**src/sprite_pkg.sv**
```systemverilog
// Shared definitions for the tile-and-sprite VGA engine.
// Holds the 640x480 timing constants, the entity and pipeline records,
// the APB register map and the 8x8 sprite bitmaps.
// Modules name these types in their port lists and import the rest.
`default_nettype none

package sprite_pkg;

  localparam int H_ACTIVE = 640;  // Visible pixels per line
  localparam int H_FRONT  = 16;   // Front porch
  localparam int H_SYNC   = 96;   // Sync pulse width
  localparam int H_TOTAL  = 800;  // Full line incl. back porch

  localparam int V_ACTIVE = 480;  // Visible lines
  localparam int V_FRONT  = 10;
  localparam int V_SYNC   = 2;
  localparam int V_TOTAL  = 525;

  localparam int         NUM_ENTITIES  = 8;
  localparam logic [3:0] ENTITY_UNUSED = 4'hF;  // Empty slot marker

  localparam logic [3:0] REG_ENTITY_BASE = 4'd0;  // Slots 0..7
  localparam logic [3:0] REG_FG          = 4'd8;
  localparam logic [3:0] REG_BG          = 4'd9;

  typedef struct packed {
    logic [3:0] id;      // Sprite ID
    logic [1:0] orient;  // Quarter turns clockwise
    logic [7:0] loc;     // {tile row, tile column}
  } entity_t;

  typedef entity_t [NUM_ENTITIES-1:0] entity_bank_t;

  typedef struct packed {
    logic [9:0] x;
    logic [9:0] y;
    logic       active;
    logic       hsync_n;
    logic       vsync_n;
  } scan_t;

  typedef struct packed {
    logic       hit;     // Some slot sits on this tile
    logic [3:0] id;
    logic [1:0] orient;
    logic [2:0] px;      // Sprite column on screen
    logic [2:0] py;      // Sprite row on screen
    logic       active;
    logic       hsync_n;
    logic       vsync_n;
  } tile_hit_t;

  typedef struct packed {
    logic on;  // Sprite bit after rotation
    logic active;
    logic hsync_n;
    logic vsync_n;
  } pix_t;

  // Bit 7 of each row is the leftmost pixel
  localparam logic [7:0] SPRITE_ROM [0:14][0:7] = '{
    '{8'h18, 8'h0C, 8'h06, 8'hFF, 8'hFF, 8'h06, 8'h0C, 8'h18},  // Arrow right
    '{8'hFE, 8'hFE, 8'hC0, 8'hFC, 8'hFC, 8'hC0, 8'hC0, 8'hC0},  // Letter F
    '{8'h66, 8'hFF, 8'hFF, 8'hFF, 8'h7E, 8'h3C, 8'h18, 8'h00},  // Heart
    '{8'h3C, 8'h42, 8'hA5, 8'h81, 8'hA5, 8'h99, 8'h42, 8'h3C},  // Face
    '{8'h80, 8'h80, 8'h80, 8'h80, 8'h80, 8'h80, 8'h80, 8'hFF},  // Corner
    '{8'hAA, 8'h55, 8'hAA, 8'h55, 8'hAA, 8'h55, 8'hAA, 8'h55},  // Checker
    '{8'hFF, 8'h81, 8'h81, 8'h81, 8'h81, 8'h81, 8'h81, 8'hFF},  // Box
    '{8'h18, 8'h3C, 8'h7E, 8'hFF, 8'h7E, 8'h3C, 8'h18, 8'h00},  // Diamond
    '{8'h18, 8'h3C, 8'h7E, 8'hDB, 8'hFF, 8'h24, 8'h5A, 8'h81},  // Ship
    '{8'h18, 8'h3C, 8'h7E, 8'hFF, 8'h18, 8'h18, 8'h18, 8'h3C},  // Tree
    '{8'hF0, 8'hFC, 8'hFF, 8'hFC, 8'hF0, 8'h80, 8'h80, 8'h80},  // Flag
    '{8'h70, 8'h88, 8'h88, 8'h70, 8'h20, 8'h38, 8'h20, 8'h38},  // Key
    '{8'h7E, 8'hDB, 8'hDB, 8'hFF, 8'hE7, 8'h7E, 8'h5A, 8'h00},  // Skull
    '{8'h01, 8'h03, 8'h07, 8'h0F, 8'h1F, 8'h3F, 8'h7F, 8'hFF},  // Stairs
    '{8'h80, 8'h40, 8'h20, 8'h10, 8'h08, 8'h04, 8'h02, 8'h01}   // Diagonal
  };

endpackage

`default_nettype wire

```
**src/apb_entity_regs.sv**
```systemverilog
// APB slave holding the eight entity slots and the two palette colours.
// Zero-wait-state: pready is high in every access phase.
// Addresses above REG_BG raise pslverr, writes there are dropped.
// The whole register file is presented to the scan pipeline every cycle.
`default_nettype none
`timescale 1ns/100ps

module apb_entity_regs (
  input  logic                     clk,
  input  logic                     rst_n,
  input  logic                     psel,
  input  logic                     penable,
  input  logic                     pwrite,
  input  logic [3:0]               paddr,
  input  logic [15:0]              pwdata,
  output logic [15:0]              prdata,
  output logic                     pready,
  output logic                     pslverr,
  output sprite_pkg::entity_bank_t bank,
  output logic [7:0]               fg,
  output logic [7:0]               bg
);
  import sprite_pkg::*;

  logic       access;    // Access phase of a transfer
  logic       addr_bad;  // Outside the register map
  logic       wr_en;
  logic [3:0] slot_off;  // Offset from the slot base
  logic       is_slot;
  logic [2:0] slot;

  assign access   = psel & penable;
  assign addr_bad = paddr > REG_BG;
  assign slot_off = paddr - REG_ENTITY_BASE;
  assign is_slot  = slot_off < 4'(NUM_ENTITIES);
  assign slot     = slot_off[2:0];

  assign pready  = access;              // Never stretches the access phase
  assign pslverr = access & addr_bad;
  assign wr_en   = access & pwrite & ~addr_bad;

  // Register writes land on the edge that closes the access phase
  always_ff @(posedge clk or negedge rst_n) begin
    if (!rst_n) begin
      for (int i = 0; i < NUM_ENTITIES; i++) begin
        bank[i] <= '{id: ENTITY_UNUSED, orient: 2'd0, loc: 8'd0};  // All slots empty
      end
      fg <= 8'hFF;  // White on black by default
      bg <= 8'h00;
    end else if (wr_en) begin
      if (is_slot) begin
        bank[slot] <= entity_t'(pwdata[13:0]);  // Upper two data bits ignored
      end else if (paddr == REG_FG) begin
        fg <= pwdata[7:0];
      end else begin
        bg <= pwdata[7:0];  // Only REG_BG left
      end
    end
  end

  // Read data straight from storage
  always_comb begin
    prdata = 16'h0000;  // Bad addresses read as zero
    if (!addr_bad) begin
      if (is_slot) begin
        prdata = {2'b00, bank[slot]};
      end else if (paddr == REG_FG) begin
        prdata = {8'h00, fg};
      end else begin
        prdata = {8'h00, bg};
      end
    end
  end

endmodule

`default_nettype wire

```
**src/sprite_fetch.sv**
```systemverilog
// Second pipeline stage of the scan path.
// Turns the on-screen sprite coordinates into bitmap coordinates
// according to the entity orientation and reads one bit of the
// sprite table. A miss in tile lookup always gives a clear pixel.
`default_nettype none
`timescale 1ns/100ps

module sprite_fetch (
  input  logic                  clk,
  input  logic                  rst_n,
  input  sprite_pkg::tile_hit_t hit,
  output sprite_pkg::pix_t      pix
);
  import sprite_pkg::*;

  logic [2:0] col;       // Bitmap column
  logic [2:0] row;       // Bitmap row
  logic [7:0] row_bits;
  logic       bit_on;

  // 7-n on three bits is just the inverse
  always_comb begin
    case (hit.orient)
      2'd0: begin
        col = hit.px;
        row = hit.py;
      end
      2'd1: begin        // 90 cw
        col = hit.py;
        row = ~hit.px;
      end
      2'd2: begin        // 180
        col = ~hit.px;
        row = ~hit.py;
      end
      default: begin     // 270 cw
        col = ~hit.py;
        row = hit.px;
      end
    endcase
  end

  // ID 15 has no bitmap
  assign row_bits = (hit.id == ENTITY_UNUSED) ? 8'h00 : SPRITE_ROM[hit.id][row];
  assign bit_on   = hit.hit & row_bits[~col];  // Bit 7 is leftmost

  always_ff @(posedge clk or negedge rst_n) begin
    if (!rst_n) begin
      pix <= '{on: 1'b0, active: 1'b0, hsync_n: 1'b1, vsync_n: 1'b1};
    end else begin
      pix <= '{
        on:      bit_on,
        active:  hit.active,
        hsync_n: hit.hsync_n,
        vsync_n: hit.vsync_n
      };
    end
  end

endmodule

`default_nettype wire

```
**src/sprite_vga_top.sv**
```systemverilog
// Top of the sprite display engine.
// The host programs entities and colours over APB. A scan generator
// feeds tile lookup, sprite fetch and the output stage, so the pins
// lag the scan position by three clocks.
`default_nettype none
`timescale 1ns/100ps

module sprite_vga_top (
  input  logic        clk,
  input  logic        rst_n,
  input  logic        psel,
  input  logic        penable,
  input  logic        pwrite,
  input  logic [3:0]  paddr,
  input  logic [15:0] pwdata,
  output logic [15:0] prdata,
  output logic        pready,
  output logic        pslverr,
  output logic [7:0]  rgb,
  output logic        hsync_n,
  output logic        vsync_n
);
  import sprite_pkg::*;

  entity_bank_t bank;
  logic [7:0]   fg;
  logic [7:0]   bg;
  scan_t        scan;   // Stage 0 position
  tile_hit_t    hit;    // After tile lookup
  pix_t         pix;    // After sprite fetch

  apb_entity_regs u_regs (
    .clk, .rst_n,
    .psel, .penable, .pwrite, .paddr, .pwdata,
    .prdata, .pready, .pslverr,
    .bank, .fg, .bg
  );

  vga_timing u_timing (.clk, .rst_n, .scan);

  tile_match u_tile (.clk, .rst_n, .scan, .bank, .hit);

  sprite_fetch u_fetch (.clk, .rst_n, .hit, .pix);

  vga_out u_out (
    .clk, .rst_n,
    .pix, .fg, .bg,
    .rgb, .hsync_n, .vsync_n
  );

endmodule

`default_nettype wire

```
**src/tile_match.sv**
```systemverilog
// First pipeline stage of the scan path.
// Each sprite pixel is 4x4 screen pixels, so a tile is 32x32.
// Finds which entity slot occupies the tile under the beam and passes
// its ID and orientation on with the in-sprite coordinates.
// On overlap the lowest slot index wins.
`default_nettype none
`timescale 1ns/100ps

module tile_match (
  input  logic                     clk,
  input  logic                     rst_n,
  input  sprite_pkg::scan_t        scan,
  input  sprite_pkg::entity_bank_t bank,
  output sprite_pkg::tile_hit_t    hit
);
  import sprite_pkg::*;

  logic [3:0] tile_col;
  logic [3:0] tile_row;
  logic [7:0] tile_loc;  // Same layout as entity loc
  logic       found;
  logic [2:0] sel;       // Winning slot

  assign tile_col = scan.x[8:5];
  assign tile_row = scan.y[8:5];
  assign tile_loc = {tile_row, tile_col};

  // Walk downward so the lowest matching slot is the last one kept
  always_comb begin
    found = 1'b0;
    sel   = 3'd0;
    for (int i = NUM_ENTITIES - 1; i >= 0; i--) begin
      if ((bank[i].id != ENTITY_UNUSED) && (bank[i].loc == tile_loc)) begin
        found = 1'b1;
        sel   = 3'(i);
      end
    end
  end

  always_ff @(posedge clk or negedge rst_n) begin
    if (!rst_n) begin
      hit <= '{
        hit:     1'b0,
        id:      4'd0,
        orient:  2'd0,
        px:      3'd0,
        py:      3'd0,
        active:  1'b0,  // Blank until real data arrives
        hsync_n: 1'b1,
        vsync_n: 1'b1
      };
    end else begin
      hit <= '{
        hit:     found,
        id:      bank[sel].id,
        orient:  bank[sel].orient,
        px:      scan.x[4:2],  // Drop the 4x scale
        py:      scan.y[4:2],
        active:  scan.active,
        hsync_n: scan.hsync_n,
        vsync_n: scan.vsync_n
      };
    end
  end

endmodule

`default_nettype wire

```
**src/vga_out.sv**
```systemverilog
// Last pipeline stage that drives the VGA pins.
// Picks fg for a set sprite bit and bg otherwise, and forces black
// outside the visible area. All pins leave from flops.
`default_nettype none
`timescale 1ns/100ps

module vga_out (
  input  logic             clk,
  input  logic             rst_n,
  input  sprite_pkg::pix_t pix,
  input  logic [7:0]       fg,
  input  logic [7:0]       bg,
  output logic [7:0]       rgb,
  output logic             hsync_n,
  output logic             vsync_n
);

  logic [7:0] colour;

  // Blanking overrides the palette
  assign colour = !pix.active ? 8'h00 : (pix.on ? fg : bg);

  always_ff @(posedge clk or negedge rst_n) begin
    if (!rst_n) begin
      rgb     <= 8'h00;
      hsync_n <= 1'b1;  // Syncs idle high
      vsync_n <= 1'b1;
    end else begin
      rgb     <= colour;
      hsync_n <= pix.hsync_n;
      vsync_n <= pix.vsync_n;
    end
  end

endmodule

`default_nettype wire

```
**src/vga_timing.sv**
```systemverilog
// Scan generator for 640x480 in an 800x525 frame.
// Two free-running counters give the position, and active and both syncs
// are registered alongside so the record leaving here is glitch free.
// Out of reset the record shows position (0,0).
`default_nettype none
`timescale 1ns/100ps

module vga_timing (
  input  logic              clk,
  input  logic              rst_n,
  output sprite_pkg::scan_t scan
);
  import sprite_pkg::*;

  logic [9:0] h_cnt;     // Pixel within line
  logic [9:0] v_cnt;     // Line within frame
  logic [9:0] h_nxt;
  logic [9:0] v_nxt;
  logic       h_wrap;    // Last pixel of the line
  logic       active_q;
  logic       hsync_q;
  logic       vsync_q;

  always_comb begin
    h_wrap = h_cnt == 10'(H_TOTAL - 1);
    h_nxt  = h_wrap ? 10'd0 : h_cnt + 10'd1;
    v_nxt  = v_cnt;
    if (h_wrap) begin
      v_nxt = (v_cnt == 10'(V_TOTAL - 1)) ? 10'd0 : v_cnt + 10'd1;  // Frame wrap
    end
  end

  // Flags follow the next position so they stay aligned with the counters
  always_ff @(posedge clk or negedge rst_n) begin
    if (!rst_n) begin
      h_cnt    <= 10'd0;
      v_cnt    <= 10'd0;
      active_q <= 1'b1;  // (0,0) is visible
      hsync_q  <= 1'b1;
      vsync_q  <= 1'b1;
    end else begin
      h_cnt    <= h_nxt;
      v_cnt    <= v_nxt;
      active_q <= (h_nxt < 10'(H_ACTIVE)) && (v_nxt < 10'(V_ACTIVE));
      hsync_q  <= !((h_nxt >= 10'(H_ACTIVE + H_FRONT)) &&
                    (h_nxt <  10'(H_ACTIVE + H_FRONT + H_SYNC)));  // Low 656..751
      vsync_q  <= !((v_nxt >= 10'(V_ACTIVE + V_FRONT)) &&
                    (v_nxt <  10'(V_ACTIVE + V_FRONT + V_SYNC)));  // Low 490..491
    end
  end

  assign scan = '{
    x:       h_cnt,
    y:       v_cnt,
    active:  active_q,
    hsync_n: hsync_q,
    vsync_n: vsync_q
  };

endmodule

`default_nettype wire
```
**config.mk**
```make
export PLATFORM = sky130hd
export DESIGN_NAME = sprite_vga_top
export DESIGN_NICKNAME = d
export VERILOG_FILES = /design/src/sprite_pkg.sv /design/src/apb_entity_regs.sv /design/src/sprite_fetch.sv /design/src/sprite_vga_top.sv /design/src/tile_match.sv /design/src/vga_out.sv /design/src/vga_timing.sv
export SDC_FILE = /design/constraint.sdc
export NUM_CORES = 1
export LEC_CHECK = 0
export BUFFER_PORTS_ARGS = -buffer_cell sky130_fd_sc_hd__buf_2
export CAP_MARGIN = 20
export CELL_PAD_IN_SITES_DETAIL_PLACEMENT = 1
export CELL_PAD_IN_SITES_GLOBAL_PLACEMENT = 1
export CORE_MARGIN = 5
export CORE_UTILIZATION = 45
export DETAILED_ROUTE_END_ITERATION = 10
export GPL_ROUTABILITY_DRIVEN = 0
export PLACE_DENSITY_LB_ADDON = 0.1
export RECOVER_POWER = 50
export SLEW_MARGIN = 20
export SYNTH_ARGS = -nofsm -noshare
export SYNTH_HDL_FRONTEND = slang
export SYNTH_HIERARCHICAL = 1
export SYNTH_SLANG_ARGS = --single-unit
```
**constraint.sdc**
```tcl
create_clock -name clk -period 3.35 [get_ports clk]
set_input_delay 0.335 -clock clk [delete_from_list [all_inputs] [get_ports clk]]
set_output_delay 0.335 -clock clk [all_outputs]
set_load 0.05 [all_outputs]
```
==> impl_metrics.csv, run 1 <==
group,metric,value,unit
outcome,status,"complete, but fails checks",
outcome,violations,"max-capacitance violations, max-slew violations",
setup_path,worst-r2r-setup-slack,0.20,ns
min_path,whs_path_depth,2,
drt,vias,9041,
timing,finalSetupTns,0,ns
cells_and_area,area_delta_synth_final,9.17,%
setup_path,endpoint_kind,"flip-flop",
power_and_ir_drop,finalPower,8.76,mW
drt,firstDrtPassIters,5,
clocking,cts_buffers,17,
floorplanning,initial_utilization,45.6,%
power_and_ir_drop,p_seq_share,32.1,%
timing,worst_pin_slew,1.68,ns
placement,place_area,12400,µm²
power_and_ir_drop,power_leakage,5.65,nW
cells_and_area,fin_cells,1470,
logic_synthesis,synth_edf_count,0,
clocking,clk_latency,0.44,ns
floorplanning,coreArea,26100,µm²
logic_synthesis,syn_inst,1093,
clocking,ctsHtreeMaxLevel,4,
logic_synthesis,yosysTopAreaCell,"dfrtp_1",
clocking,cts_tree,"done",
logic_synthesis,syn_avg_cell_area,10.9,µm²
logic_synthesis,yosys_warnings,6,
clocking,clk_pin_slew,0.08,ns
clocking,cts.sinks,181,
global_route,grt_pass1_vias,9495,
cells_and_area,num-nets-final,1161,
setup_path,r2r.worst_path.cells,9,
power_and_ir_drop,powerDensity,675,nW/µm²
global_route,grt_first_pass_wirelength,55.8,mm
timing,timing.final.ws_setup,0.196,ns
setup_path,worst-setup-path-type,"flip-flop to flip-flop",
timing,fin_crit_sh,94.1,%
cells_and_area,multi_input_area,6700,µm²
timing,min_period,3.15,ns
placement,dp_slack,0.0174,ns
setup_path,cp_max_fo,20,
power_and_ir_drop,power.internal,5.08,mW
logic_synthesis,synth-simple-area-share,13.6,%
setup_path,cp.required,3.64,ns
timing,fin_skew,0.0190,ns
logic_synthesis,dominantRegCellSynth,"dfrtp_1",
logic_synthesis,synth_seq_cells,181,
power_and_ir_drop,peakVddDrop,376,µV
logic_synthesis,async_flop_share,100,%
cells_and_area,fillers,2844,
run,max_cap_violations,1,
timing,rsz0062_at_grt,"no",
timing,hold_ws,0.240,ns
logic_synthesis,synthXorXnorAreaFrac,6.65,%
setup_path,critPathLaunchType,"flip-flop",
floorplanning,ios,53,
floorplanning,rows,59,
global_route,grt_use_total,23.2,%
drt,drc,0,
setup_path,r2r_end,"u_fetch/pix[3]",
logic_synthesis,netlist_top_cells_count,"mux2_2 (163), dfrtp_1 (132), nand2_1 (54), nor2_1 (50), dfstp_2 (49)",
timing,max-slew-margin-rel,-11.9,%
drt,wire_per_inst,23.8,µm
power_and_ir_drop,pwr-share-clk,22.9,%
global_route,gr-total-overflow,0,
placement,place_hpwl,25.0,mm
timing,hold_viol,0,
timing,clock.fmax,317,MHz
min_path,min_path_type,"input pin to flip-flop",
logic_synthesis,synthMuxAreaShare,23.3,%
floorplanning,dieArea,29800,µm²
drt,wl,34.9,mm
drt,drtIter0Drc,575,
placement,dp.cells,1437,
timing,setup-violations-final,0,
min_path,hp-start,"pwdata[9]",
cells_and_area,fin_util,49.8,%
cells_and_area,drive_gt1_share,34.5,%
min_path,min_to,"u_regs/bank[79]",
logic_synthesis,synth-seq-area-share,38.6,%
setup_path,r2r-start,"u_tile/hit[9]",
global_route,grt_max_degree,78,
power_and_ir_drop,p_sw,3.68,mW
logic_synthesis,synth_top_family_by_area,"multiplexers",
logic_synthesis,synth_compound_area_share,11.3,%
logic_synthesis,synth_most_common_cell,"mux2_2",
logic_synthesis,netlist.area_leader.share,27.8,%
clocking,cts_setup_buffers,0,
global_route,antenna_found_initial,0,
floorplanning,die_w,173,µm
floorplanning,die_h,173,µm
clocking,ctsRootBufferMaster,"clkbuf_16",
logic_synthesis,synth_cell_types,92,
power_and_ir_drop,sw_frac_of_total,42.0,%
logic_synthesis,syn_area,11900,µm²
cells_and_area,ff_latch_area,4590,µm²
drt,viasPerCell,6.15,
cells_and_area,fin_area,13000,µm²
placement,io_buffers,48,
logic_synthesis,synth-adder-area-share,1.47,%
clocking,clock_path_buffers,2,
setup_path,cp_data_arrival_time,3.45,ns
cells_and_area,antenna_cells,0,
timing,slew_viol_final,65,
logic_synthesis,yosys-top-cells-area,"dfrtp_1 (28%), mux2_2 (15%), dfstp_2 (11%)",
drt,drtAntennaViolNets,0,
power_and_ir_drop,combPwrFrac,45.0,%
[logic make-up (layout without fill, tap and decap cells)]
group	after synthesis	in the layout
AND/OR/NAND/NOR	283	283
buffers and inverters	103	144
flip-flops	181	181
XOR/XNOR	86	86
AO/OA/AOI/OAI	194	194
other	1	2
adder cells (fa/ha/maj)	14	14
multiplexers	231	231
[layer usage]
metal  part of all wire [%]  GRT usage, %  vias up
li1                       -             -     4095
met1                     47          33.4     4705
met2                     48          37.8      203
met3                    3.4          2.82       38
met4                    1.4          5.08        0
met5                      0             0        -
[cells in the final DEF (no fill, tap or decap), types with 9 or more instances in the layout]
cell type / netlist / final
buf_4: 13 / 45
inv_1: 11 / 11
nor2b_1: 20 / 20
clkbuf_16: 0 / 17
o21ai_0: 37 / 37
nor4_1: 13 / 12
o211ai_1: 9 / 9
clkbuf_1: 17 / 12
o22ai_1: 15 / 15
dfstp_2: 49 / 49
nand2b_1: 13 / 13
xor2_1: 40 / 40
ha_1: 14 / 14
a211oi_1: 10 / 10
nand3_1: 39 / 39
mux4_2: 19 / 19
o31ai_1: 15 / 15
dfrtp_1: 132 / 131
xnor2_1: 41 / 41
nor3_1: 15 / 15
nand2_1: 54 / 54
mux2_2: 163 / 162
nor2_1: 50 / 50
nand4_1: 19 / 19
mux2i_1: 47 / 47
buf_2: 33 / 37
a21oi_1: 36 / 36
[worst max-delay path, cell delays in order (launching register included)]
cell and delay [ns]:
dfrtp_1 0.42, and2b_4 0.22, o21a_2 0.30, nor2_2 0.81, buf_4 0.27, a211oi_1 0.05
o311ai_0 0.34, nor3_1 0.09, o31ai_1 0.34, o41ai_1 0.16
[timing repair]
item	CTS	global route
gates resized for setup	1	0
endpoints found under the hold margin	57	0
endpoints found under the setup margin	2	0
hold buffers	1	0
[cell type report]
cell class	instances	area share [%]
Clock inverter	15	1.25
Sequential cell	181	35.4
Multi-Input combinational cell	810	51.6
Tap cell	335	3.23
Timing Repair Buffer	99	4.84
Clock buffer	17	3.28
Inverter	13	0.376
[registers in the layout, summed over array words and instances (netlist names), 4 cells and up]
register,cells
u_regs/bank,112
u_tile/hit,16
u_timing/h_cnt,10
u_timing/v_cnt,10
u_out/rgb,8
u_regs/bg,8
u_regs/fg,8
u_fetch/pix,4
[power by group through the flow]
stage	logic (mW)	clock network, mW	registers [mW]
2_1_floorplan	2.87	0	2.78
3_3_place_gp	3.85	0	2.84
3_5_place_dp	3.87	0	2.85
4_1_cts	3.90	2.05	2.81
5_1_grt	4.22	2.15	2.85
6_report	3.94	2.01	2.81
[how the worst max path moves through the flow]
stage                      start              to  depth (start not counted)
2_1_floorplan     u_tile/hit[13]  u_fetch/pix[3]                         13
3_3_place_gp   u_timing/v_cnt[6]  u_tile/hit[12]                          9
3_5_place_dp   u_timing/v_cnt[6]  u_tile/hit[14]                          9
4_1_cts        u_timing/v_cnt[6]  u_tile/hit[10]                         10
5_1_grt        u_timing/v_cnt[7]   u_tile/hit[9]                          9
6_report           u_tile/hit[9]  u_fetch/pix[3]                          9
(Power assumes the default switching activity.)
==> inputs of run 2 (changes only) <==
--- a/config.mk
+++ b/config.mk
@@ -11,8 +11,10 @@
 export CELL_PAD_IN_SITES_GLOBAL_PLACEMENT = 1
 export CORE_MARGIN = 5
 export CORE_UTILIZATION = 45
+export CTS_CLUSTER_DIAMETER = 60
 export DETAILED_ROUTE_END_ITERATION = 10
 export GPL_ROUTABILITY_DRIVEN = 0
+export GPL_TIMING_DRIVEN = 0
 export PLACE_DENSITY_LB_ADDON = 0.1
 export RECOVER_POWER = 50
 export SLEW_MARGIN = 20
==> impl_metrics.csv, run 2 (synthesis gave the netlist of run 1 again) <==
group,metric,value,unit
outcome,status,"complete, but fails checks",
outcome,violations,"max-capacitance violations, max-slew violations",
global_route,grt_pass1_vias,9785,
setup_path,crit_path_top_delay_cell,"mux4_2",
drt,routed-wl-met2,17.8,mm
power_and_ir_drop,combPwrFrac,47.6,%
floorplanning,ios,53,
cells_and_area,fillers,2881,
drt,drtAntennaViolNets,0,
global_route,grt_use_total,25.2,%
setup_path,cp_slowest_stage_delay,0.53,ns
drt,wl,38.3,mm
power_and_ir_drop,powerDensity,695,nW/µm²
drt,routed.top_layer,"met4",
timing,setup-violations-final,0,
placement,dp_slack,-0.426,ns
power_and_ir_drop,p_sw,3.97,mW
drt,drc,0,
setup_path,endpoint_kind,"flip-flop",
timing,worst_pin_slew,2.18,ns
floorplanning,rows,59,
global_route,grt_max_degree,97,
drt,firstDrtPassIters,5,
drt,drtIter0Drc,674,
power_and_ir_drop,sw_frac_of_total,43.2,%
timing,timing.final.ws_setup,0.119,ns
setup_path,path_common_cell,"a21oi_1",
placement,place_hpwl,27.1,mm
clocking,ctsRootBufferMaster,"clkbuf_16",
clocking,cts_tree,"done",
placement,dp.cells,1468,
floorplanning,die_h,173,µm
clocking,clk_pin_slew,0.08,ns
setup_path,critPathLaunchType,"flip-flop",
floorplanning,dieArea,29800,µm²
cells_and_area,num-nets-final,1199,
global_route,antenna_found_initial,0,
setup_path,crit_chain,"buf_6, clkinvlp_4, ha_1, clkbuf_4, nand2b_2, a21oi_1, a21oi_1, mux4_2, a211oi_4, o32ai_1, o31ai_1, o41ai_2",
power_and_ir_drop,peakVddDrop,470,µV
clocking,cts_buffers,17,
setup_path,worst-setup-path-type,"flip-flop to flip-flop",
cells_and_area,layout_common_cells,"mux2_2 (163), dfrtp_1 (130), buf_2 (58)",
cells_and_area,mostFrequentLayoutCell,"mux2_2",
setup_path,cp_data_arrival_time,3.54,ns
placement,io_buffers,37,
power_and_ir_drop,power.internal,5.21,mW
timing,hold_viol,0,
cells_and_area,largest_registers,"u_regs/bank x112, u_tile/hit x16",
floorplanning,initial_utilization,45.6,%
power_and_ir_drop,pwr-share-clk,22.3,%
run,max_cap_violations,1,
clocking,cts.sinks,181,
timing,clock.fmax,309,MHz
drt,viasPerCell,6.26,
cells_and_area,regMostFlops,"u_regs/bank",
cells_and_area,fin_cells,1508,
global_route,grt_first_pass_wirelength,59.4,mm
timing,slew_viol_final,96,
drt,wl_met3,2.50,mm
clocking,clk_latency,0.45,ns
timing,fin_crit_sh,96.5,%
setup_path,cp_max_fo,10,
clocking,ctsHtreeMaxLevel,4,
drt,vias,9436,
clocking,clock_path_buffers,2,
power_and_ir_drop,power_leakage,5.73,nW
timing,fin_skew,0.0248,ns
floorplanning,die_w,173,µm
cells_and_area,area_delta_synth_final,11.2,%
setup_path,cp.required,3.66,ns
min_path,min_path_type,"input pin to flip-flop",
timing,min_period,3.23,ns
drt,wire_per_inst,25.4,µm
cells_and_area,antenna_cells,0,
cells_and_area,largest_register_ffs,112,
timing,max-slew-margin-rel,-45.4,%
global_route,gr-total-overflow,0,
cells_and_area,drive_gt1_share,35.0,%
drt,wl_met1,17.0,mm
floorplanning,coreArea,26100,µm²
power_and_ir_drop,p_seq_share,30.1,%
==> run 2: power groups by stage <==
stage | combinational (mW) | sequential [mW] | clock (mW)
floorplan | 2.87 | 2.78 | 0
global placement | 4.06 | 2.79 | 0
detailed placement | 4.07 | 2.80 | 0
CTS | 4.18 | 2.77 | 2.12
global route | 4.64 | 2.80 | 2.19
finish | 4.37 | 2.76 | 2.05
==> run 2: timing repair <==
action,4_1_cts,5_1_grt
pin swaps,0,2
buffers inserted,0,7
setup endpoints to repair,1,1
hold endpoints to repair,55,0
gates resized for setup,14,9
hold buffers,1,0
==> run 2: final timing paths <==
check	from	end	slack, ns	cells after the start
worst max-delay path	u_tile/hit[12]	u_fetch/pix[3]	0.12	12
worst min-delay path	pwdata[8]	u_regs/bank[78]	0.25	2
worst max register to register	u_tile/hit[12]	u_fetch/pix[3]	0.12	12
worst min register to register	u_tile/hit[2]	u_fetch/pix[2]	0.35	0
max in group asynchronous	rst_n	u_regs/bank[30]	0.47	4
min in group asynchronous	rst_n	u_regs/bank[50]	1.37	3
==> run 2: layout make-up <==
class | instances | area [µm²] | area share, %
buffer | 90 | 568 | 4.30
clock buffer | 17 | 425 | 3.22
clock inverter | 15 | 178 | 1.34
inverter | 13 | 56.3 | 0.426
multi-input combinational | 810 | 6720 | 50.8
sequential | 181 | 4590 | 34.8
tap | 335 | 419 | 3.17
timing repair buffer | 47 | 262 | 1.98
==> run 2: stage by stage <==
step	area, µm²	power [mW]	setup TNS, ns	hold WS (ns)	utilization (%)
detailed placement	12600	6.87	-0.426	0.336	48.2
CTS	13200	9.06	0	0.219	50.7
finish	13200	9.18	0	0.251	50.7
floorplan	11900	5.64	0	0.0394	-
global route	13200	9.63	-0.0150	0.239	50.7
global placement	12500	6.85	-142.78	0.343	48.0
==> run 2: worst max-delay path: cells and delay by family (launching register included) <==
| family | cells | cell delay, ns |
|---|---|---|
| adders and majority gates | 1 | 0.22 |
| AOI/OAI and AO/OA | 6 | 1.08 |
| and+or+nand+nor | 1 | 0.26 |
| muxes | 1 | 0.53 |
| DFF | 1 | 0.46 |
| buffers and inverters | 3 | 0.57 |
==> run 2: routing by layer <==
layer  up-vias  global-route usage [%]
li1       4165                       -
met1      4828                    35.8
met2       372                    39.5
met3        71                    4.48
met4         0                    7.79
met5         -                       0
